`src/hw/commit_pkg.sv`:
```
package commit_pkg;

    // --------------------
    // sizes
    // --------------------
    localparam int unsigned NR_COMMIT_PORTS = 2;
    localparam int unsigned XLEN            = 64;
    localparam int unsigned RQ_DEPTH        = 8;
    localparam int unsigned RQ_PTR_W        = $clog2(RQ_DEPTH);
    localparam int unsigned SB_DEPTH        = 2;
    localparam int unsigned SB_DRAIN_CYCLES = 3;
    // count must also hold the full value
    localparam int unsigned SB_CNT_W        = $clog2(SB_DEPTH + 1);
    localparam int unsigned SB_TMR_W        = $clog2(SB_DRAIN_CYCLES);

    // machine mode csr addresses
    localparam logic [11:0] CSR_MSCRATCH = 12'h340;
    localparam logic [11:0] CSR_MEPC     = 12'h341;
    localparam logic [11:0] CSR_MCAUSE   = 12'h342;
    localparam logic [11:0] CSR_MTVEC    = 12'h305;

    // trap causes, msb marks an interrupt
    localparam logic [XLEN-1:0] CAUSE_ILLEGAL_INSTR = 64'd2;
    localparam logic [XLEN-1:0] CAUSE_M_EXT_INT     = {1'b1, 63'd11};

    // --------------------
    // types
    // --------------------
    typedef enum logic [2:0] {
        NONE, ALU, LOAD, STORE, CTRL_FLOW, MULT, CSR
    } fu_t;

    // ADD on a csr instruction is the csr no-op (plain read)
    typedef enum logic [2:0] {
        ADD, CSR_WRITE, CSR_SET, CSR_CLEAR, FENCE, MRET, OTHER
    } fu_op_t;

    typedef struct packed {
        logic            valid;
        logic [XLEN-1:0] cause;
        logic [XLEN-1:0] tval;
    } exception_t;

    // csr instructions carry the write operand in result
    // and the csr address in ex.tval[11:0]
    typedef struct packed {
        logic            valid;
        logic [XLEN-1:0] pc;
        fu_t             fu;
        fu_op_t          op;
        logic [4:0]      rd;
        logic [XLEN-1:0] result;
        exception_t      ex;
    } scoreboard_entry_t;

endpackage

```
`src/hw/regfile.sv`:
```
module regfile import commit_pkg::*; (
    input  logic                                 clk_i,
    input  logic                                 rst_i,
    input  logic [NR_COMMIT_PORTS-1:0][4:0]      waddr_i,
    input  logic [NR_COMMIT_PORTS-1:0][XLEN-1:0] wdata_i,
    input  logic [NR_COMMIT_PORTS-1:0]           we_i,
    input  logic [4:0]                           raddr_i,
    output logic [XLEN-1:0]                      rdata_o
);

    logic [XLEN-1:0] regs_q [32];

    // higher port index is the younger instruction, so its write lands last
    always_ff @(posedge clk_i) begin
        if (rst_i) begin
            for (int r = 0; r < 32; r++) begin
                regs_q[r] <= '0;
            end
        end else begin
            for (int p = 0; p < NR_COMMIT_PORTS; p++) begin
                // x0 stays zero
                if (we_i[p] && (waddr_i[p] != 5'd0)) begin
                    regs_q[waddr_i[p]] <= wdata_i[p];
                end
            end
        end
    end

    // asynchronous read
    assign rdata_o = regs_q[raddr_i];

endmodule

```
`config.mk`:
```
export PLATFORM = sky130hd
export DESIGN_NAME = regfile
export DESIGN_NICKNAME = d
export VERILOG_FILES = /design/src/hw/commit_pkg.sv /design/src/hw/regfile.sv
export SDC_FILE = /design/constraint.sdc
export NUM_CORES = 2
export LEC_CHECK = 0
export CAP_MARGIN = 20
export CORE_MARGIN = 4
export CORE_UTILIZATION = 46
export DETAILED_ROUTE_END_ITERATION = 10
export DONT_BUFFER_PORTS = 1
export PLACE_DENSITY = 0.67
export SLEW_MARGIN = 20
export SYNTH_ARGS = -nofsm -noshare
export SYNTH_HDL_FRONTEND = slang
export SYNTH_SLANG_ARGS = --single-unit
```
`constraint.sdc`:
```
create_clock -name clk_i -period 12.2 [get_ports clk_i]
set_input_delay 3.66 -clock clk_i [delete_from_list [all_inputs] [get_ports clk_i]]
set_output_delay 3.66 -clock clk_i [all_outputs]
set_load 0.01 [all_outputs]
```
Word level (Yosys, flattened, before mapping)
Memory sizes are Yosys's and may differ from the RTL's.
Cells that the tools add are included.
W data, S select, Z words.
Word-level totals
  register bits after elaboration: 0
  bits in latches: 0
  RAM bits: 2048
  bits in read-only memories: 0
  word-level logic and storage cells: 21
  memories: 1
Cells by class
  $add $sub $neg: 0
  multipliers: 0
  divide/modulo/power cells: 0
  order comparisons: 0
  equality and inequality tests: 0
  shifts and indexed selects: 0
  mux-type cells: 14
  bitwise gates (word level): 0
  reduce and logical (&&, ||, !) cells: 6
Memories
  regs_q: depth 32, bits a word 64, read ports 1, clocked after Yosys merged registers in 0, write ports 32, RTL line regfile.sv:11  | logic [XLEN-1:0] regs_q [32];
Operators by type and width (number)
  $mux W64: 2
  $reduce_or A64 Y1: 2
  $mux W1: 10
  $mux W5: 2
  $reduce_bool A5 Y1: 2
  $logic_and A1 B1 Y1: 2

Depth between registers and ports, before layout
  depth in word-level cells: 7
  mapped depth: 8
  gate-level depth less buffers: 4

Worst setup path after synthesis
No wires, ideal clock.
  path type: input to register
  start: input rst_i
  end: memory regs_q[12][0], enable pin
  data arrival time: 8.958 ns
  required time: 11.625 ns
  slack: 2.666 ns
  stages on the path: 5
  path buffers: 2
  cells stage by stage: buf_2 -> nor3b_4 -> nand3b_4 -> buf_6 -> o21ai_0
RTL lines
  start: declaration: RTL line regfile.sv:3  | input logic rst_i,
  end: declaration: RTL line regfile.sv:11

Worst setup path after layout
  start: input raddr_i[1]
  end: output rdata_o[27]
On the way
  word-level cells in the longest chain between the ends: 1
RTL lines
  start: declaration: RTL line regfile.sv:7  | input logic [4:0] raddr_i,
  $mem_v2 Z32 W64
  end: declaration: RTL line regfile.sv:8  | output logic [XLEN-1:0] rdata_o
No other way between the ends.

==> flow_metrics.py <==
metrics = {
    "status": {
        "status": "finished with violations",
        "violations": "max-slew violations",
    },
    "timing": {
        "slew_headroom_pct": -102,
        "setup-violations-final": 0,
        "rsz0062_at_grt": "no",
        "final.min_clock_period_ns": 11.27,
        "fmax_mhz": 88.7,
        "worstMarginPinSlew_ns": 3.03,
        "slew_violations": 457,
        "fin_setup_tns_ns": 0,
        "post-route-period-util_pct": 92.4,
        "hold_viol": 0,
    },
    "setup_path": {
        "cpLargestDelayFamily": "buffers and inverters",
        "start_kind": "primary input",
        "path_class": "primary input to primary output",
        "cp_slowest_cell": "a2111oi_1",
        "crit_buf_inv": 4,
        "arrival_ns": 7.61,
        "crit_required_ns": 8.54,
        "crit_chain": "buf_16, buf_16, and4b_1, buf_4, a22oi_1, nand2_1, a2111oi_1, buf_4",
        "slowest_delay_ns": 0.89,
        "worstPathMaxFanout": 104,
        "end_kind": "primary output",
    },
    "finish": {
        "syn_to_final_growth_pct": 7.96,
        "drive_gt1_share_pct": 13.9,
        "largest_reg_flops": 2048,
        "nets": 6166,
        "top_register": "regs_q",
        "reg_top3": "regs_q: 2048 flops",
    },
    "power_and_ir_drop": {
        "vdd_ir_drop_max_mv": 0.118,
        "powerDensity_nw_per_um2": 144,
        "fin_total_pwr_w": 0.0154,
        "p_leak_nw": 36.7,
    },
    "yosys": {
        "synth_top_flop_cell": "edfxtp_1",
        "synth-seq-cells": 2048,
        "synth_top_cell_by_area": "edfxtp_1",
        "synth.top_cell.area_share_pct": 61.8,
        "synthCells": 6559,
        "yosys.cell_types.count": 53,
        "syn_area_um2": 99600,
        "ys_async_sr_fraction_pct": 0,
        "syn_area_per_cell_um2": 15.2,
        "synth-seq-area-share_pct": 61.8,
        "ys_top_cells_by_area": "edfxtp_1, a22o_1, mux4_2",
        "synth_edf_count": 2048,
        "yosysWarningCount": 0,
        "synth_common_cells": "edfxtp_1, a22o_1, clkbuf_1, mux2i_1, buf_2",
        "yosysMostFrequentCell": "edfxtp_1",
    },
    "cts": {
        "postCtsSetupRepairBufs": 0,
        "cts_sinks": 2048,
        "clk_pin_slew_ns": 0.06,
        "htree_levels": 4,
        "cts_buffers": 197,
        "cts_tree": "built",
        "ctsHoldBuffers": 0,
        "root_buffer": "clkbuf_16",
        "cts_resized": 0,
        "clk_path_buf_depth": 3,
    },
    "global_routing": {
        "grt_max_degree": 603,
        "antenna_found_initial": 5,
        "gr-usage-all-layers_pct": 32.7,
        "grt_pass1_wl_mm": 520,
        "grt_pass1_vias": 65800,
        "overflow": 0,
    },
    "die": {
        "io_pins": 211,
        "die_w_um": 473,
        "rows": 170,
        "die_area_um2": 224000,
        "fp.dieH_um": 473,
        "core_region_area_um2": 215000,
        "initial_core_util_pct": 46.3,
    },
    "hold_path": {
        "hold_class": "primary input to register",
    },
    "routing": {
        "firstDrtPassIters": 6,
        "dr_total_vias": 68800,
        "antenna_left": 0,
        "drt_wl_total_mm": 377,
        "drc_errors": 0,
        "vias_per_cell": 7.62,
        "wl_per_cell_um": 41.7,
        "drt_iter0_drc": 11000,
    },
    "placement": {
        "place_congestion": 0.974,
        "io_buffers": 0,
        "dp_hpwl_mm": 209,
    },
    "flow_run": {
        "drv_cap": 0,
    },
}
-- placed cells by master, fill, tap and decap left out, drive strengths merged, types with 4 or more instances in the layout --
master,n
a22o,1984
a22oi,225
clkbuf,244
nor2b,5
conb,64
clkinv,97
or2,4
nor4,5
a211oi,19
or3,27
o21ai,7
nor3,31
inv,7
nor4b,5
nor4bb,4
or3b,5
nand4,32
buf,201
nand3b,8
a2111oi,27
o2111ai,13
mux4,261
mux2i,548
edfxtp,2048
nand2,115
nor2,67
nand3,5
bufinv,16
a221oi,26
o22ai,60
-- area by class of cell --
cell class | count | area, um^2
fill | 17300 | 108000
sequential | 2048 | 61500
multi-input combinational | 3571 | 34600
clock buffer | 244 | 5130
tap | 2838 | 3550
timing repair buffer | 201 | 1580
clock inverter | 123 | 1100
antenna | 3 | 7.51
-- cell families (layout without fill, tap and decap cells) --
family	count (synthesis)	after routing	share of synthesized area, %
DFF	2048	2048	61.8
and+or+nand+nor	329	329	2.05
other	1	67	0.00377
muxes	811	811	11.4
buffers and inverters	1003	568	4.43
AOI/OAI and AO/OA	2367	2367	20.3
-- power by group --
part           internal [W]  total [W]  switching (W)
Combinational      0.000403    0.00110       0.000695
Clock               0.00333    0.00608        0.00275
Sequential          0.00816    0.00827       0.000111
Total                0.0119     0.0154        0.00356
-- worst paths after layout --
kind,startpoint,endpoint,slack (ns),cells past startpoint
hold / removal,rst_i,regs_q[0][8]$_DFFE_PP_,2.95,0
setup / recovery,raddr_i[1],rdata_o[27],0.93,8
-- routing by layer --
| metal | up-vias | global-route usage, % | share of wire, % | wire length [um] |
|---|---|---|---|---|
| li1 | 26200 | - | - | - |
| met1 | 34700 | 39.7 | 33 | 124000 |
| met2 | 6344 | 49.7 | 45 | 168000 |
| met3 | 1450 | 10.9 | 14 | 53300 |
| met4 | 8 | 21.7 | 8.1 | 30600 |
| met5 | - | 0.151 | 0.037 | 140 |
-- stage by stage --
stage / hold slack, ns / cell area [um^2] / setup WS (ns) / utilization (%) / std cells
finish: 2.95 / 108000 / 0.930 / 50.0 / 9028
global route: 2.91 / 108000 / 0.934 / 50.0 / 9026
CTS: 2.89 / 107000 / 2.26 / 49.9 / 9021
detailed placement: 3.80 / 101000 / 2.29 / 47.1 / 8654
global placement: 3.79 / 101000 / 2.36 / 47.0 / 8651
floorplan: 3.86 / 99800 / 2.67 / - / 6622
No activity file was read; power rests on OpenSTA's default activity.
