## src/hw/commit_pkg.sv

```systemverilog
package commit_pkg;

    // --------------------
    // sizes
    // --------------------
    localparam int unsigned NR_COMMIT_PORTS = 2;
    localparam int unsigned XLEN            = 64;
    localparam int unsigned RQ_DEPTH        = 8;
    localparam int unsigned RQ_PTR_W        = $clog2(RQ_DEPTH);
    localparam int unsigned SB_DEPTH        = 2;
    localparam int unsigned SB_DRAIN_CYCLES = 3;
    // count must also hold the full value
    localparam int unsigned SB_CNT_W        = $clog2(SB_DEPTH + 1);
    localparam int unsigned SB_TMR_W        = $clog2(SB_DRAIN_CYCLES);

    // machine mode csr addresses
    localparam logic [11:0] CSR_MSCRATCH = 12'h340;
    localparam logic [11:0] CSR_MEPC     = 12'h341;
    localparam logic [11:0] CSR_MCAUSE   = 12'h342;
    localparam logic [11:0] CSR_MTVEC    = 12'h305;

    // trap causes, msb marks an interrupt
    localparam logic [XLEN-1:0] CAUSE_ILLEGAL_INSTR = 64'd2;
    localparam logic [XLEN-1:0] CAUSE_M_EXT_INT     = {1'b1, 63'd11};

    // --------------------
    // types
    // --------------------
    typedef enum logic [2:0] {
        NONE, ALU, LOAD, STORE, CTRL_FLOW, MULT, CSR
    } fu_t;

    // ADD on a csr instruction is the csr no-op (plain read)
    typedef enum logic [2:0] {
        ADD, CSR_WRITE, CSR_SET, CSR_CLEAR, FENCE, MRET, OTHER
    } fu_op_t;

    typedef struct packed {
        logic            valid;
        logic [XLEN-1:0] cause;
        logic [XLEN-1:0] tval;
    } exception_t;

    // csr instructions carry the write operand in result
    // and the csr address in ex.tval[11:0]
    typedef struct packed {
        logic            valid;
        logic [XLEN-1:0] pc;
        fu_t             fu;
        fu_op_t          op;
        logic [4:0]      rd;
        logic [XLEN-1:0] result;
        exception_t      ex;
    } scoreboard_entry_t;

endpackage

```

## src/hw/commit_if.sv

```systemverilog
interface commit_if import commit_pkg::*; ();

    // two oldest queue entries, valid clear when a slot is empty
    scoreboard_entry_t [NR_COMMIT_PORTS-1:0] commit_instr;
    // ack[1] only ever set together with ack[0]
    logic [NR_COMMIT_PORTS-1:0]              commit_ack;
    // empties the queue at the same edge
    logic                                    flush;

    modport queue (
        output commit_instr,
        input  commit_ack,
        input  flush
    );

    modport commit (
        input  commit_instr,
        output commit_ack,
        output flush
    );

endinterface

```

## src/hw/retire_queue.sv

```systemverilog
module retire_queue import commit_pkg::*; (
    input  logic              clk_i,
    input  logic              rst_i,
    input  logic              issue_valid_i,
    input  scoreboard_entry_t issue_entry_i,
    output logic              issue_ready_o,
    commit_if.queue           commit
);

    scoreboard_entry_t   mem_q [RQ_DEPTH];
    logic [RQ_PTR_W-1:0] rd_ptr_q;
    logic [RQ_PTR_W-1:0] wr_ptr_q;
    logic [RQ_PTR_W-1:0] rd_ptr_nxt;
    logic [RQ_PTR_W:0]   count_q;
    logic                push;
    logic [1:0]          pop_cnt;

    // no new entries while a trap flushes the queue
    assign issue_ready_o = (count_q < RQ_DEPTH) && !commit.flush;
    assign push          = issue_valid_i && issue_ready_o;
    assign pop_cnt       = {1'b0, commit.commit_ack[0]} + {1'b0, commit.commit_ack[1]};
    assign rd_ptr_nxt    = rd_ptr_q + 1'b1;

    // --------------------
    // head entries
    // --------------------
    // valid follows the fill level, not the stored bit
    always_comb begin : head
        commit.commit_instr[0]       = mem_q[rd_ptr_q];
        commit.commit_instr[0].valid = (count_q != '0);
        commit.commit_instr[1]       = mem_q[rd_ptr_nxt];
        commit.commit_instr[1].valid = (count_q > 1);
    end

    // payload storage
    always_ff @(posedge clk_i) begin
        if (push) begin
            mem_q[wr_ptr_q] <= issue_entry_i;
        end
    end

    // pointers and fill level
    always_ff @(posedge clk_i) begin
        if (rst_i || commit.flush) begin
            rd_ptr_q <= '0;
            wr_ptr_q <= '0;
            count_q  <= '0;
        end else begin
            // zero, one or two entries leave per cycle
            rd_ptr_q <= rd_ptr_q + RQ_PTR_W'(pop_cnt);
            if (push) begin
                wr_ptr_q <= wr_ptr_q + 1'b1;
            end
            count_q <= count_q + (RQ_PTR_W + 1)'(push) - (RQ_PTR_W + 1)'(pop_cnt);
        end
    end

    // --------------------
    // checks
    // --------------------
    // commit stage acks only slots that hold an entry
    assert property (@(posedge clk_i) disable iff (rst_i)
        commit.commit_ack[0] |-> commit.commit_instr[0].valid);
    assert property (@(posedge clk_i) disable iff (rst_i)
        commit.commit_ack[1] |-> commit.commit_instr[1].valid);

endmodule

```

## src/flat_wrapper.sv

```systemverilog
// flat-port wrapper written by rule: the top's interface ports become plain ports
module retire_queue_flat import commit_pkg::*;
  (clk_i, rst_i, issue_valid_i, issue_entry_i, issue_ready_o, commit_commit_instr, commit_commit_ack, commit_flush);
  commit_if commit_i ();
  input  logic clk_i;
  input  logic rst_i;
  input  logic issue_valid_i;
  input  scoreboard_entry_t issue_entry_i;
  output logic issue_ready_o;
  output wire logic [$bits(commit_i.commit_instr)-1:0] commit_commit_instr;
  input wire logic [$bits(commit_i.commit_ack)-1:0] commit_commit_ack;
  input wire logic [$bits(commit_i.flush)-1:0] commit_flush;
  assign commit_commit_instr = commit_i.commit_instr;
  assign commit_i.commit_ack = commit_commit_ack;
  assign commit_i.flush = commit_flush;
  retire_queue u_core (.clk_i(clk_i), .rst_i(rst_i), .issue_valid_i(issue_valid_i), .issue_entry_i(issue_entry_i), .issue_ready_o(issue_ready_o), .commit(commit_i));
endmodule
```

## config.mk

```make
export PLATFORM = sky130hd
export DESIGN_NAME = retire_queue_flat
export DESIGN_NICKNAME = d
export VERILOG_FILES = /design/src/hw/commit_pkg.sv /design/src/hw/commit_if.sv /design/src/hw/retire_queue.sv /design/src/flat_wrapper.sv
export SDC_FILE = /design/constraint.sdc
export NUM_CORES = 2
export LEC_CHECK = 0
export BUFFER_PORTS_ARGS = -buffer_cell sky130_fd_sc_hd__buf_2
export CORE_MARGIN = 8
export CORE_UTILIZATION = 50
export DETAILED_ROUTE_END_ITERATION = 12
export GPL_TIMING_DRIVEN = 0
export PLACE_DENSITY = 0.73
export REMOVE_ABC_BUFFERS = 1
export SLEW_MARGIN = 20
export SYNTH_ARGS = -nofsm -noshare
export SYNTH_HDL_FRONTEND = slang
export SYNTH_SLANG_ARGS = --single-unit
export TNS_END_PERCENT = 30
```

## constraint.sdc

```tcl
create_clock -name clk_i -period 21.1 [get_ports clk_i]
set_input_delay 2.11 -clock clk_i [delete_from_list [all_inputs] [get_ports clk_i]]
set_output_delay 2.11 -clock clk_i [all_outputs]
set_load 0.03 [all_outputs]
```

## Word-level counts from Yosys, hierarchy flattened

Memories as Yosys holds them, arrays and structs flattened. A register that Yosys moved wholly into a read port is not among the register bits.
Cells that the tools add are included.

- Register bits after elaboration: 10
- Bits in writable memories: 2152
- Logic and storage cells: 20
- Memories kept: 1

Memory list:

| name | words | width | rd ports | clocked after memory_dff | write ports | line | source |
|---|---|---|---|---|---|---|---|
| u_core.mem_q | 8 | 269 | 2 | 1 | 1 | retire_queue.sv:10 | `scoreboard_entry_t mem_q [RQ_DEPTH];` |

- Add/subtract/negate cells: 6
- $lt $le $gt $ge: 2
- Multiplexer cells: 3
- Reductions and logical operators: 5

Operator list:

| cell | count |
|---|---|
| $add A3 B1 Y3 const B | 2 |
| $add A4 B1 Y4 | 1 |
| $gt A4 B1 Y1 const B | 1 |
| $lt A4 B4 Y1 const B | 1 |
| $reduce_bool A4 Y1 | 1 |
| $sub A4 B2 Y4 | 1 |
| $add A3 B2 Y3 | 1 |
| $mux W3 | 1 |
| $add A1 B1 Y2 | 1 |
| $logic_and A1 B1 Y1 | 2 |
| $mux W1 | 2 |
| $logic_not A1 Y1 | 1 |
| $logic_or A1 B1 Y1 | 1 |

## Logic depth before layout (Yosys ltp)

- Word-level depth: 5
- Mapped depth: 8
- Mapped depth without buffers: 8

## Worst setup path before layout

No wires, ideal clock.

- Path kind: input port to flip-flop
- Start point: input commit_flush
- End point: memory u_core.mem_q[0][0] (netlist name) (enable)
- Arrival: 20.790 ns
- Data required time: 19.874 ns
- Path slack: -0.916 ns
- Cell stages on the path: 3
- Buffers on the path: 0
- Cells stage by stage: nor3b_1 nand2b_1 nor3_1

- Word-level cells in the longest chain between the ends: 5

RTL lines:

| element | line | source |
|---|---|---|
| start, declared | flat_wrapper.sv:12 | `input wire logic [$bits(commit_i.flush)-1:0] commit_flush;` |
| $logic_not A1 Y1 | retire_queue.sv:19 | `assign issue_ready_o = (count_q < RQ_DEPTH) && !commit.flush;` |
| $logic_and A1 B1 Y1 | retire_queue.sv:19 |  |
| $logic_and A1 B1 Y1 | retire_queue.sv:20 | `assign push = issue_valid_i && issue_ready_o;` |
| $mux W1 | retire_queue.sv:37 | `if (push) begin` |
| $mux W1 (implied by the code) | retire_queue.sv:38 | `mem_q[wr_ptr_q] <= issue_entry_i;` |
| end, declared | retire_queue.sv:10 |  |

No other way between the ends.

## Worst setup path after layout

- Start point: register u_core.rd_ptr_q[0]
- End point: output commit_commit_instr[357]

- Word-level cells in the longest chain between the ends: 2

RTL lines:

| element | line | source |
|---|---|---|
| start, declared | retire_queue.sv:11 | `logic [RQ_PTR_W-1:0] rd_ptr_q;` |
| start signal, assigned | retire_queue.sv:50 | `rd_ptr_q <= rd_ptr_q + RQ_PTR_W'(pop_cnt);` |
| $add A3 B1 Y3 | retire_queue.sv:22 | `assign rd_ptr_nxt = rd_ptr_q + 1'b1;` |
| $mem_v2 Z8 W269 | n/a |  |
| end, declared | flat_wrapper.sv:10 | `output wire logic [$bits(commit_i.commit_instr)-1:0] commit_commit_instr;` |

No other way between the ends.

==> results.json <==
{
  "status": "finished clean",
  "maxSlewHeadroom": 0.464,
  "yosysSeqAreaShare": 0.665,
  "met2_usage": 0.373,
  "gr-usage-met1": 0.288,
  "fillers": 13226,
  "holdWs_ns": 0.529,
  "crit_chain": "buf_12, buf_16, buf_16, buf_16, buf_16, buf_16, buf_12, buf_12, buf_12, mux4_2, mux2_2, buf_2",
  "slew_viol_final": 0,
  "power.leakage_nw": 36.2,
  "portBuffers": 812,
  "cp_slowest_cell": "dfxtp_4",
  "die_w_um": 457,
  "vias_per_cell": 6.35,
  "synth_area_leaders": "edfxtp_1 66%, mux4_2 25%, mux2_2 6.2%",
  "clock_sink_count": 2154,
  "drc": 0,
  "crit_fanout": 46,
  "initial_core_util": 0.504,
  "syn_area_per_cell_um2": 23.5,
  "critPathKind": "flip-flop to primary output",
  "grt_max_degree": 49,
  "irDropWorstVdd_uv": 101,
  "synth_top_area_frac": 0.663,
  "dp_hpwl_um": 167000,
  "grt_usage": 0.224,
  "ant_nets": 0,
  "grt_pass1_vias": 52658,
  "finClkSkew_ns": 0.0454,
  "drive_above_1_share": 0.568,
  "drv_cap": 0,
  "cts_tree": "done",
  "cp.arrival_ns": 5.33,
  "max_stage_delay_ns": 0.69,
  "die-area_um2": 209000,
  "yosys-top-cells-count": "2144 x edfxtp_1, 1072 x mux4_2, 536 x mux2_2, 102 x buf_2, 63 x buf_6",
  "numCtsBuffers": 217,
  "worst_hold_path_type": "flip-flop to flip-flop",
  "drtIter0Drc": 4586,
  "area_delta_synth_final_pct": 18.3,
  "wl_per_cell_um": 30.4,
  "grt-ovfl-total": 0,
  "synth-seq-cells": 2154,
  "finalSetupViolations": 0,
  "utilization": 0.596,
  "cts_resized": 0,
  "crit_required_ns": 18.99,
  "clock_path_buffers": 3,
  "grt_util_met3": 0.0476,
  "drt_wl_total_um": 240000,
  "crit_path_frequent_cell": "buf_16",
  "grt_first_pass_wirelength_um": 351000,
  "fin_crit_ns": 7.44,
  "busiest_layer": "met2",
  "crit_path_start_kind": "flip-flop",
  "final_nets": 5432,
  "timing.fmax_mhz": 134,
  "synth_edf_count": 2144,
  "ys_types": 27,
  "path_clk_slew_ns": 0.06,
  "crit_family": "buffers and inverters",
  "drtPass1Iterations": 5,
  "cts_setup_buffers": 0,
  "vias": 49998,
  "pwr_density_cell_nw_per_um2": 85.2,
  "yosysWarnings": 0,
  "syn-instance-count": 4126,
  "core_area_um2": 193000,
  "die_h_um": 457,
  "postSynth.asyncResetShare": 0,
  "critPathBufInv": 10,
  "clk_latency_ns": 0.84,
  "synth_most_common_cell": "edfxtp_1",
  "cp-end-kind": "primary output",
  "register_area_um2": 64600,
  "hold_viol_final": 0,
  "synth-main-ff-cell": "edfxtp_1",
  "cts.htree.levels": 4,
  "tns_ns": 0,
  "place_congestion": 0.747,
  "rows": 161,
  "antenna_found_initial": 69,
  "root_buffer": "clkbuf_16",
  "netlist_area_um2": 97100,
  "io_pins": 814,
  "multiInputGateArea_um2": 30700,
  "rsz0062_at_grt": "no",
  "finalCritPeriodShare": 0.353,
  "synth_top_cell_by_area": "edfxtp_1",
  "tightest_slew_ns": 0.802,
  "hold_buffers": 0
}
[routing by layer]
metal  part of all wire  routed length (µm)
met5            0.00078                 188
met4              0.045               10900
met3              0.074               17700
met2               0.50              120000
met1               0.38               91300
[where the power goes]
part	switching (mW)	total, mW	internal [mW]
sequential	0.0206	4.77	4.75
clock	1.60	3.74	2.14
combinational	0.737	1.27	0.535
[through the flow]
| step | cells | area (µm²) | total power, mW | setup slack [ns] |
|---|---|---|---|---|
| 2_1_floorplan | 3827 | 95200 | 6.56 | -26.22 |
| 3_3_place_gp | 7165 | 102000 | 7.39 | -48.51 |
| 3_5_place_dp | 7451 | 108000 | 6.15 | 14.44 |
| 4_1_cts | 7843 | 115000 | 9.88 | 13.46 |
| 5_1_grt | 7863 | 115000 | 10.1 | 13.24 |
| 6_report | 7879 | 115000 | 9.79 | 13.66 |
[logic make-up after synthesis]
family | Yosys count | share of synthesized area
AO/OA/AOI/OAI | 5 | 0.000309
XOR/XNOR | 4 | 0.000438
adder cells (fa/ha/maj) | 13 | 0.00183
buffers and inverters | 309 | 0.0202
flip-flops | 2154 | 0.665
multiplexers | 1610 | 0.311
AND/OR/NAND/NOR | 31 | 0.00153
[area by class of cell]
class,count,area share
antenna,36,0.000784
clock buffer,262,0.0489
clock inverter,130,0.0116
inverter,10,0.000327
multi-input combinational,1663,0.267
sequential,2154,0.562
tap,2526,0.0275
timing repair buffer,1098,0.0820
[worst min-delay path, stage by stage (launching register included)]
cell	delay [ns]
dfxtp_1	0.33
nand2b_1	0.08
a21oi_1	0.07
[path summary, 6_finish.rpt]
kind	slack, ns	depth (start not counted)	start	end
max	13.66	12	u_core.rd_ptr_q[0]	commit_commit_instr[357]
min	0.53	2	u_core.wr_ptr_q[0]	u_core.wr_ptr_q[0]
max reg2reg	17.03	12	u_core.count_q[3]	u_core.mem_q[0][113]
min reg2reg	0.53	2	u_core.wr_ptr_q[0]	u_core.wr_ptr_q[0]
[layout by cell type, fill, tap and decap left out, types with 6 or more instances in the layout]
cell type / n
mux2_2: 536
buf_2: 812
clkbuf_1: 44
buf_4: 66
buf_6: 28
clkinv_2: 34
buf_12: 88
edfxtp_1: 2144
bufinv_16: 20
inv_1: 10
clkinv_16: 6
buf_16: 98
clkinvlp_4: 6
buf_8: 6
clkinv_1: 50
nor2_4: 6
dfxtp_1: 7
mux4_2: 1072
ha_1: 10
clkbuf_16: 218
diode_2: 36
nor2_1: 9
[registers in the layout, indices dropped and copies added (netlist names)]
signal,count
u_core.count_q,4
u_core.wr_ptr_q,3
u_core.mem_q,2144
u_core.rd_ptr_q,3
(Power assumes the default switching activity.)
