**src/hw/commit_pkg.sv**
```systemverilog
package commit_pkg;

    // --------------------
    // sizes
    // --------------------
    localparam int unsigned NR_COMMIT_PORTS = 2;
    localparam int unsigned XLEN            = 64;
    localparam int unsigned RQ_DEPTH        = 8;
    localparam int unsigned RQ_PTR_W        = $clog2(RQ_DEPTH);
    localparam int unsigned SB_DEPTH        = 2;
    localparam int unsigned SB_DRAIN_CYCLES = 3;
    // count must also hold the full value
    localparam int unsigned SB_CNT_W        = $clog2(SB_DEPTH + 1);
    localparam int unsigned SB_TMR_W        = $clog2(SB_DRAIN_CYCLES);

    // machine mode csr addresses
    localparam logic [11:0] CSR_MSCRATCH = 12'h340;
    localparam logic [11:0] CSR_MEPC     = 12'h341;
    localparam logic [11:0] CSR_MCAUSE   = 12'h342;
    localparam logic [11:0] CSR_MTVEC    = 12'h305;

    // trap causes, msb marks an interrupt
    localparam logic [XLEN-1:0] CAUSE_ILLEGAL_INSTR = 64'd2;
    localparam logic [XLEN-1:0] CAUSE_M_EXT_INT     = {1'b1, 63'd11};

    // --------------------
    // types
    // --------------------
    typedef enum logic [2:0] {
        NONE, ALU, LOAD, STORE, CTRL_FLOW, MULT, CSR
    } fu_t;

    // ADD on a csr instruction is the csr no-op (plain read)
    typedef enum logic [2:0] {
        ADD, CSR_WRITE, CSR_SET, CSR_CLEAR, FENCE, MRET, OTHER
    } fu_op_t;

    typedef struct packed {
        logic            valid;
        logic [XLEN-1:0] cause;
        logic [XLEN-1:0] tval;
    } exception_t;

    // csr instructions carry the write operand in result
    // and the csr address in ex.tval[11:0]
    typedef struct packed {
        logic            valid;
        logic [XLEN-1:0] pc;
        fu_t             fu;
        fu_op_t          op;
        logic [4:0]      rd;
        logic [XLEN-1:0] result;
        exception_t      ex;
    } scoreboard_entry_t;

endpackage

```
**src/hw/csr_unit.sv**
```systemverilog
module csr_unit import commit_pkg::*; (
    input  logic            clk_i,
    input  logic            rst_i,
    input  logic            irq_i,
    input  fu_op_t          csr_op_i,
    input  logic [11:0]     csr_addr_i,
    input  logic [XLEN-1:0] csr_wdata_i,
    input  logic            commit_csr_i,
    input  logic            commit_head_valid_i,
    input  logic [XLEN-1:0] commit_pc_i,
    input  exception_t      exception_i,
    output logic [XLEN-1:0] csr_rdata_o,
    output exception_t      csr_exception_o,
    output logic [XLEN-1:0] mepc_o,
    output logic [XLEN-1:0] mcause_o
);

    logic [XLEN-1:0] mscratch_q;
    logic [XLEN-1:0] mepc_q;
    logic [XLEN-1:0] mcause_q;
    logic [XLEN-1:0] mtvec_q;
    logic [XLEN-1:0] csr_wval;
    logic            csr_known;
    logic            csr_we;
    logic            csr_ro;

    assign mepc_o   = mepc_q;
    assign mcause_o = mcause_q;

    // --------------------
    // read and modify
    // --------------------
    always_comb begin : csr_read
        csr_known   = 1'b1;
        csr_rdata_o = '0;
        case (csr_addr_i)
            CSR_MSCRATCH: csr_rdata_o = mscratch_q;
            CSR_MEPC:     csr_rdata_o = mepc_q;
            CSR_MCAUSE:   csr_rdata_o = mcause_q;
            CSR_MTVEC:    csr_rdata_o = mtvec_q;
            default:      csr_known   = 1'b0;
        endcase
    end

    assign csr_we = csr_op_i inside {CSR_WRITE, CSR_SET, CSR_CLEAR};
    // trap state is only written by hardware
    assign csr_ro = csr_addr_i inside {CSR_MEPC, CSR_MCAUSE};

    always_comb begin : csr_modify
        case (csr_op_i)
            CSR_SET:   csr_wval = csr_rdata_o | csr_wdata_i;
            CSR_CLEAR: csr_wval = csr_rdata_o & ~csr_wdata_i;
            default:   csr_wval = csr_wdata_i;
        endcase
    end

    // interrupt only against a valid head, illegal access otherwise
    always_comb begin : csr_trap
        csr_exception_o = '0;
        if (irq_i && commit_head_valid_i) begin
            csr_exception_o.valid = 1'b1;
            csr_exception_o.cause = CAUSE_M_EXT_INT;
        end else if (commit_csr_i && (!csr_known || (csr_we && csr_ro))) begin
            csr_exception_o.valid = 1'b1;
            csr_exception_o.cause = CAUSE_ILLEGAL_INSTR;
        end
    end

    // --------------------
    // state update
    // --------------------
    always_ff @(posedge clk_i) begin
        if (rst_i) begin
            mscratch_q <= '0;
            mepc_q     <= '0;
            mcause_q   <= '0;
            mtvec_q    <= '0;
        end else if (exception_i.valid) begin
            // a trap cancels any csr write of the same instruction
            mepc_q   <= commit_pc_i;
            mcause_q <= exception_i.cause;
        end else if (commit_csr_i && csr_we) begin
            if (csr_addr_i == CSR_MSCRATCH) begin
                mscratch_q <= csr_wval;
            end
            if (csr_addr_i == CSR_MTVEC) begin
                mtvec_q <= csr_wval;
            end
        end
    end

    // the commit stage issues csr strobes only for a valid head
    assert property (@(posedge clk_i) disable iff (rst_i)
        commit_csr_i |-> commit_head_valid_i);

endmodule

```
**config.mk**
```make
export PLATFORM = sky130hd
export DESIGN_NAME = csr_unit
export DESIGN_NICKNAME = d
export VERILOG_FILES = /design/src/hw/commit_pkg.sv /design/src/hw/csr_unit.sv
export SDC_FILE = /design/constraint.sdc
export NUM_CORES = 1
export LEC_CHECK = 0
export ABC_AREA = 0
export BUFFER_PORTS_ARGS = -buffer_cell sky130_fd_sc_hd__buf_2
export CORE_AREA = 4 4 233 235
export CTS_CLUSTER_DIAMETER = 100
export CTS_CLUSTER_SIZE = 28
export DETAILED_ROUTE_END_ITERATION = 12
export DIE_AREA = 0 0 237 239
export PLACE_DENSITY = 0.52
export SLEW_MARGIN = 20
export SYNTH_ARGS = -nofsm -noshare
export SYNTH_HDL_FRONTEND = slang
export SYNTH_SLANG_ARGS = --single-unit
```
**constraint.sdc**
```tcl
create_clock -name clk_i -period 2.34 [get_ports clk_i]
set_input_delay 0.468 -clock clk_i [delete_from_list [all_inputs] [get_ports clk_i]]
set_output_delay 0.468 -clock clk_i [all_outputs]
set_load 0.01 [all_outputs]
```
Yosys cells after proc, flatten, opt, wreduce, memory -nomap -nowiden
Cells that the tools add are included.
W data, S select, Z words.
- logic and storage cells: 31
- output and inout bits: 321
- input bits: 277
- bits in registers: 256
- bitwise gates (word level): 4
- equal/unequal tests: 7
- reductions and logical operators: 11
- multiplexer cells: 5
- operator list (cell ; number):
    $pmux W64 S4 ; 1
    $mux W65 ; 2
    $pmux W64 S2 ; 1
    $and A64 B64 Y64 ; 1
    $not A64 Y64 ; 1
    $or A64 B64 Y64 ; 1
    $eq A12 B10 Y1 const B ; 4
    $eq A3 B2 Y1 const B ; 2
    $reduce_and A3 Y1 ; 2
    $logic_and A1 B1 Y1 ; 4
    $reduce_or A4 Y1 ; 1
    $eq A3 B1 Y1 const B ; 1
    $reduce_bool A3 Y1 ; 1
    $reduce_bool A2 Y1 ; 1
    $logic_not A1 Y1 ; 1
    $logic_or A1 B1 Y1 ; 1
    $mux W1 ; 1
    $not A1 Y1 ; 1

Depth between registers and ports, before layout
Gate-level depths: netlist (run 1).
- word-level depth: 8
- mapped depth: 9
- mapped depth without buffers: 5

Least setup slack after synthesis (run 1)
OpenSTA, ideal clock, no wires.
- path kind: input port to output port
- start: input port csr_addr_i[1]
- end: output port csr_exception_o[128] in the netlist's numbering
- path buffers: 4
- data required time: 1.872 ns
- path slack: 0.079 ns
- stages on the path: 7
- data arrival time: 1.793 ns
- cell sequence: buf_2 > buf_2 > buf_2 > xor2_1 > nand3_1 > o211ai_1 > buf_4
- RTL lines (what ; RTL line ; RTL):
    start, declared ; csr_unit.sv:6 ; input logic [11:0] csr_addr_i,
    end, declared ; csr_unit.sv:13 ; output exception_t csr_exception_o,

Worst setup path in the final report (run 1)
- start: input port csr_addr_i[2]
- end: output port csr_rdata_o[48]
- word-level cells in the longest chain between the ends: 2
- elaborated cells on any way between the ends: 5
- classes of those cells: 4 x eq/ne; 1 x mux
- RTL lines (what ; RTL line ; RTL):
    $eq A12 B10 Y1 ; csr_unit.sv:36 ; case (csr_addr_i)
    $pmux W64 S4 (*) ; csr_unit.sv:36 ;
    end, declared ; csr_unit.sv:12 ; output logic [XLEN-1:0] csr_rdata_o,
Every way passes the cells marked *; elsewhere a longest branch is shown, timed or not.

==> flow_metrics.tcl, run 1 <==
set metrics [dict create \
    p_per_area_mw_per_mm2 533 \
    globalplace.congestion 0.782 \
    relSlewSlack 0.574 \
    cts_tree "yes" \
    tightest_slew_ns 0.639 \
    design_area_sq_mm 0.0170 \
    ys_seq_area_frac 0.397 \
    numPortBuffers 409 \
    final_layout_size_suffix_gt1_frac 0.333 \
    grt_pass1_vias 11107 \
    fmax_mhz 431 \
    grt_pass1_wl_um 68800 \
    htree_levels 1 \
    hpwl_um 33900 \
    netlist_area_sq_mm 0.0129 \
    ant_nets 0 \
    syn_avg_cell_area_sq_um 9.47 \
    cp_data_arrival_time_ns 1.85 \
    setup_viol 0 \
    crit_type "in2out" \
    routed_wl_um 49700 \
    cts-buffers-inserted 15 \
    mostFrequentLayoutCell "buf_2" \
    rows 84 \
    clock_sinks 256 \
    root_buffer "clkbuf_16" \
    io_pins 598 \
    utilization 0.325 \
    finalCriticalPeriod_ns 2.32 \
    nNetsFinal 2051 \
    r2r-start "mcause_o[53]" \
    ys_async_sr_fraction 0 \
    die_w_um 237 \
    switching_share 0.283 \
    reg2reg_slack_ns 0.92 \
    fillers 5474 \
    post-route-period-util 0.993 \
    reg2reg_depth 6 \
    ir_drop_uv 439 \
    avgViaCountPerCell 4.55 \
    cts_max_path_buffers 3 \
    crit_fanout 8 \
    first_pass_iters 4 \
    hold_viol_final 0 \
    dr_total_vias 11245 \
    grt_max_degree 79 \
    synth_edf_count 0 \
    yosys_register_bits 256 \
    finalMaxSlewViolations 0 \
    grt_antenna_before_repair 9 \
    worstHoldPathType "in2reg" \
    grt.total_usage 0.155 \
    grt.overflow.total 0 \
    leakagePower_nw 8.15 \
    cp-end-kind "output port" \
    startpoint_type "primary input" \
    ys.warnings.count 0 \
    synth_flop_cell "dfxtp_1" \
    endpoint "csr_rdata_o[48]" \
    drc 0 \
    rsz0062_at_grt "true" \
    pwr-share-clk 0.340 \
    cp-startpoint "csr_addr_i[2]" \
    p_int_mw 6.47 \
    initialDrtViolationCount 458 \
    finalClockSkew_ns 0.0278 \
    cap_violations 0 \
    power.switching_mw 2.56 \
    insertion_delay_ns 0.52 \
    timing.hold.ws_ns 0.164 \
    seqPwrFrac 0.512 \
    place_area_sq_mm 0.0157 \
    critical_path_required_ns 1.87 \
    clk_pin_slew_ns 0.11 \
    hold_buffers 0 \
    ys_types 35 \
    post_drt_wl_per_cell_um 20.1 \
    core_area_sq_mm 0.0522 \
    r2r-end "mscratch_q[53]" \
    synthCells 1364 \
    combPwrFrac 0.148 \
    final_cell_mix "buf_2 (378), dfxtp_1 (256), mux2i_1 (248)" \
    status "finished, final reports clean" \
    start_util 0.247 \
    die_area_sq_mm 0.0566 \
    synthToLayoutAreaGrowth_pct 31.3 \
    dieHeight_um 239 \
]
## flip-flops by register name (all words and copies together), names as in the netlist
register	cells
mcause_o	64
mepc_o	64
mscratch_q	64
mtvec_q	64
## final cells by class
| cell class | instances | area (sq um) | area share |
|---|---|---|---|
| clock inverter | 7 | 98.8 | 0.00583 |
| tap | 688 | 861 | 0.0508 |
| sequential | 256 | 5120 | 0.302 |
| antenna | 1 | 2.50 | 0.000148 |
| inverter | 6 | 22.5 | 0.00133 |
| timing repair buffer | 503 | 3450 | 0.204 |
| clock buffer | 17 | 403 | 0.0238 |
| multi-input combinational | 992 | 6990 | 0.412 |
## stage by stage
| stage | setup TNS (ns) | setup WS (ns) | cells | total power [mW] |
|---|---|---|---|---|
| 5_1_grt | -1.32 | -0.0790 | 2470 | 9.47 |
| 3_5_place_dp | -1.05 | -0.0590 | 2420 | 6.02 |
| 3_3_place_gp | -0.307 | -0.0694 | 2420 | 6.01 |
| 4_1_cts | -0.179 | -0.0299 | 2446 | 9.14 |
| 6_report | 0 | 0.0175 | 2470 | 9.03 |
| 2_1_floorplan | 0 | 0.0791 | 1487 | 5.55 |
## cell usage after synthesis, types with 12 or more instances
cell type | n | area share
mux2i_1 | 248 | 0.19
buf_1 | 15 | 0.0044
buf_2 | 25 | 0.0097
clkbuf_1 | 50 | 0.015
buf_6 | 12 | 0.010
buf_4 | 129 | 0.075
and2_1 | 59 | 0.029
nor2_1 | 135 | 0.039
a22o_1 | 122 | 0.083
nand2_1 | 129 | 0.038
dfxtp_1 | 256 | 0.40
o211ai_1 | 57 | 0.033
o21a_1 | 57 | 0.033
## routing by layer
metal | share of wire | vias to the layer above | track usage | wire length, um
met5 | 0.00093 | - | 0 | 46
met4 | 0.019 | 6 | 0.0271 | 936
met3 | 0.066 | 58 | 0.0317 | 3270
met2 | 0.48 | 371 | 0.271 | 23900
met1 | 0.43 | 5445 | 0.200 | 21500
li1 | - | 5365 | - | -
## repair_timing
action,CTS,global route
endpoints found under the setup margin,14,51
setup buffers,1,13
cloned,1,10
pin swaps,3,65
resized for setup,6,100
## kinds of logic after synthesis
kind of cell / Yosys count / synth area share
simple gates: 341 / 0.119
compound gates: 270 / 0.167
mux: 256 / 0.199
flops: 256 / 0.397
buf+inv: 239 / 0.117
xor+xnor: 1 / 0.000678
other cells: 1 / 0.000290
## worst max-delay path: stages
cell and delay [ns]:
buf_8 0.11, nor4bb_4 0.35, buf_6 0.21, buf_12 0.20, nand2_4 0.05, o211ai_1 0.11, and2_1 0.19, buf_2 0.14
## worst min-delay path by stage
| stage | from | end | slack (ns) | depth (start not counted) |
|---|---|---|---|---|
| 2_1_floorplan | mscratch_q[59] | mscratch_q[59] | 0.42 | 2 |
| 3_5_place_dp | mtvec_q[60] | mtvec_q[60] | 0.44 | 2 |
| 6_report | commit_pc_i[39] | mepc_o[39] | 0.16 | 3 |
| 5_1_grt | exception_i[96] | mcause_o[32] | 0.15 | 3 |
| 3_3_place_gp | mscratch_q[18] | mscratch_q[18] | 0.44 | 2 |
| 4_1_cts | commit_pc_i[21] | mepc_o[21] | 0.14 | 3 |
## power by group through the flow
stage | logic [mW] | clock network (mW) | registers (mW)
after floorplan | 0.822 | 0 | 4.73
after global placement | 1.29 | 0 | 4.73
after detailed placement | 1.30 | 0 | 4.73
after CTS | 1.31 | 3.21 | 4.63
after global routing | 1.46 | 3.36 | 4.65
final | 1.33 | 3.07 | 4.63
Note: power is estimated with default switching activity, not from simulation.
==> run 2, diff against run 1 <==
Settings changed: BUFFER_PORTS_ARGS -buffer_cell sky130_fd_sc_hd__buf_2 to -buffer_cell sky130_fd_sc_hd__clkbuf_2, GPL_ROUTABILITY_DRIVEN set to 0.
==> run 2 against run 1 <==
Via count down 0.12%. Maximum frequency barely moved. Hold slack got worse by 0.012 ns. Sequential power hardly changed. Core utilization is 0.20 points lower. Clock power up 11%. Largest cell class unchanged. Global-route usage is 0.076 points higher. Sequential share of layout area is 0.19 points higher. Design area is 0.63% lower. Die area did not move. Clock skew up 0.0074 ns.
==> flow_metrics.tcl, run 2 (synthesized netlist as in run 1, its figures left out) <==
set metrics [dict create \
    status "finished, final reports clean" \
    post-route-period-util 0.992 \
    clock_sinks 256 \
    start_util 0.247 \
    worstHoldPathType "in2reg" \
    setup_viol 0 \
    totalPowerFinal_mw 9.38 \
    rows 84 \
    ant_nets 0 \
    critical_path_required_ns 1.87 \
    finalCriticalPeriod_ns 2.32 \
    worstPathCellList "buf_12, nor4bb_4, buf_6, clkbuf_16, nand2_1, o211ai_1, and2_1, buf_2" \
    setup_total_negative_slack_ns 0 \
    grtUsageMet3 0.0295 \
    root_buffer "clkbuf_16" \
    insertion_delay_ns 0.53 \
    dieHeight_um 239 \
    routed_wl_um 48900 \
    fmax_mhz 431 \
    ir_drop_uv 347 \
    cts_tree "yes" \
    cp_data_arrival_time_ns 1.85 \
    grt_max_degree 70 \
    cts-buffers-inserted 16 \
    grt_pass1_wl_um 69100 \
    reg2reg_depth 5 \
    nNetsFinal 2060 \
    crit_fanout 15 \
    numPortBuffers 409 \
    grt.total_usage 0.155 \
    startpoint_type "primary input" \
    place_area_sq_mm 0.0158 \
    finalMaxSlewViolations 0 \
    fillers 5502 \
    dr_total_vias 11232 \
    grt.overflow.total 0 \
    multi_input_comb_area_sq_mm 0.00688 \
    design_area_sq_mm 0.0168 \
    crit_type "in2out" \
    use_met1 0.196 \
    io_pins 598 \
    hold_viol_final 0 \
    initialDrtViolationCount 355 \
    final_cell_mix "clkbuf_2 (359), dfxtp_1 (256), mux2i_1 (248)" \
    synthToLayoutAreaGrowth_pct 30.5 \
    relSlewSlack 0.573 \
    busiest_layer "met2" \
    final_layout_size_suffix_gt1_frac 0.323 \
    leakagePower_nw 8.05 \
    critPathSlowestCell "nor4bb_4" \
    clk_pin_slew_ns 0.11 \
    dp.cells 2438 \
    final-seq-area_sq_mm 0.00512 \
    rsz0062_at_grt "true" \
    p_per_area_mw_per_mm2 556 \
    cap_violations 0 \
    drc 0 \
    hold_depth 3 \
    post_drt_wl_per_cell_um 19.7 \
    hpwl_um 34100 \
    layoutNonFillerInstCount 2482 \
    cts_max_path_buffers 3 \
    avgViaCountPerCell 4.53 \
    max_stage_delay_ns 0.31 \
    grt_antenna_before_repair 2 \
    hold_buffers 0 \
    cp-end-kind "output port" \
    mostFrequentLayoutCell "clkbuf_2" \
    die_w_um 237 \
    finalClockSkew_ns 0.0353 \
    tightest_slew_ns 0.640 \
    first_pass_iters 4 \
    htree_levels 1 \
    core_area_sq_mm 0.0522 \
    die_area_sq_mm 0.0566 \
    grt_pass1_vias 11351 \
    use_met2 0.277 \
]
-- run 2: what timing repair did --
item / 4_1_cts / 5_1_grt
pin swaps: 0 / 28
setup endpoints to repair: 8 / 60
cloned: 0 / 8
setup buffers: 0 / 7
endpoints found under the hold margin: 0 / 0
resized for setup: 4 / 94
-- run 2: report_power, final --
part	internal, mW	leakage [nW]	switching (mW)
registers	4.49	2.09	0.139
clock network	1.58	0.288	1.82
logic	0.592	5.68	0.756
total	6.66	8.05	2.71
-- run 2: final timing paths --
path                                     start         endpoint  slack (ns)
worst max register to register    mcause_o[18]      mtvec_q[18]        0.99
worst min register to register  mscratch_q[18]   mscratch_q[18]        0.46
worst min-delay path            commit_pc_i[6]        mepc_o[6]        0.15
worst max-delay path             csr_addr_i[1]  csr_rdata_o[26]        0.02
-- run 2: cell type report --
type,instances,area share
timing repair buffer,511,0.199
clock inverter,9,0.00928
multi-input combinational,992,0.409
antenna,1,0.000149
clock buffer,19,0.0263
inverter,6,0.00134
tap,688,0.0511
sequential,256,0.304
-- run 2: metrics by stage --
step                      worst slack, ns  hold WS (ns)   util
after CTS                         -0.0139         0.117  0.315
after global placement            -0.0370         0.435  0.303
after global routing              -0.0579         0.149  0.323
after detailed placement          -0.0464         0.443  0.303
after floorplan                    0.0791         0.421      -
final                              0.0190         0.152  0.323
-- run 2: critical path: cells and delay by family --
kind	cells	cell delay, ns
AND/OR/NAND/NOR	3	0.57
buffers and inverters	4	0.71
AO/OA/AOI/OAI	1	0.09
-- run 2: routing by layer --
layer	up-vias	routed length, um
li1	5384	-
met1	5436	21300
met2	361	23800
met3	49	2910
met4	2	822
met5	-	7
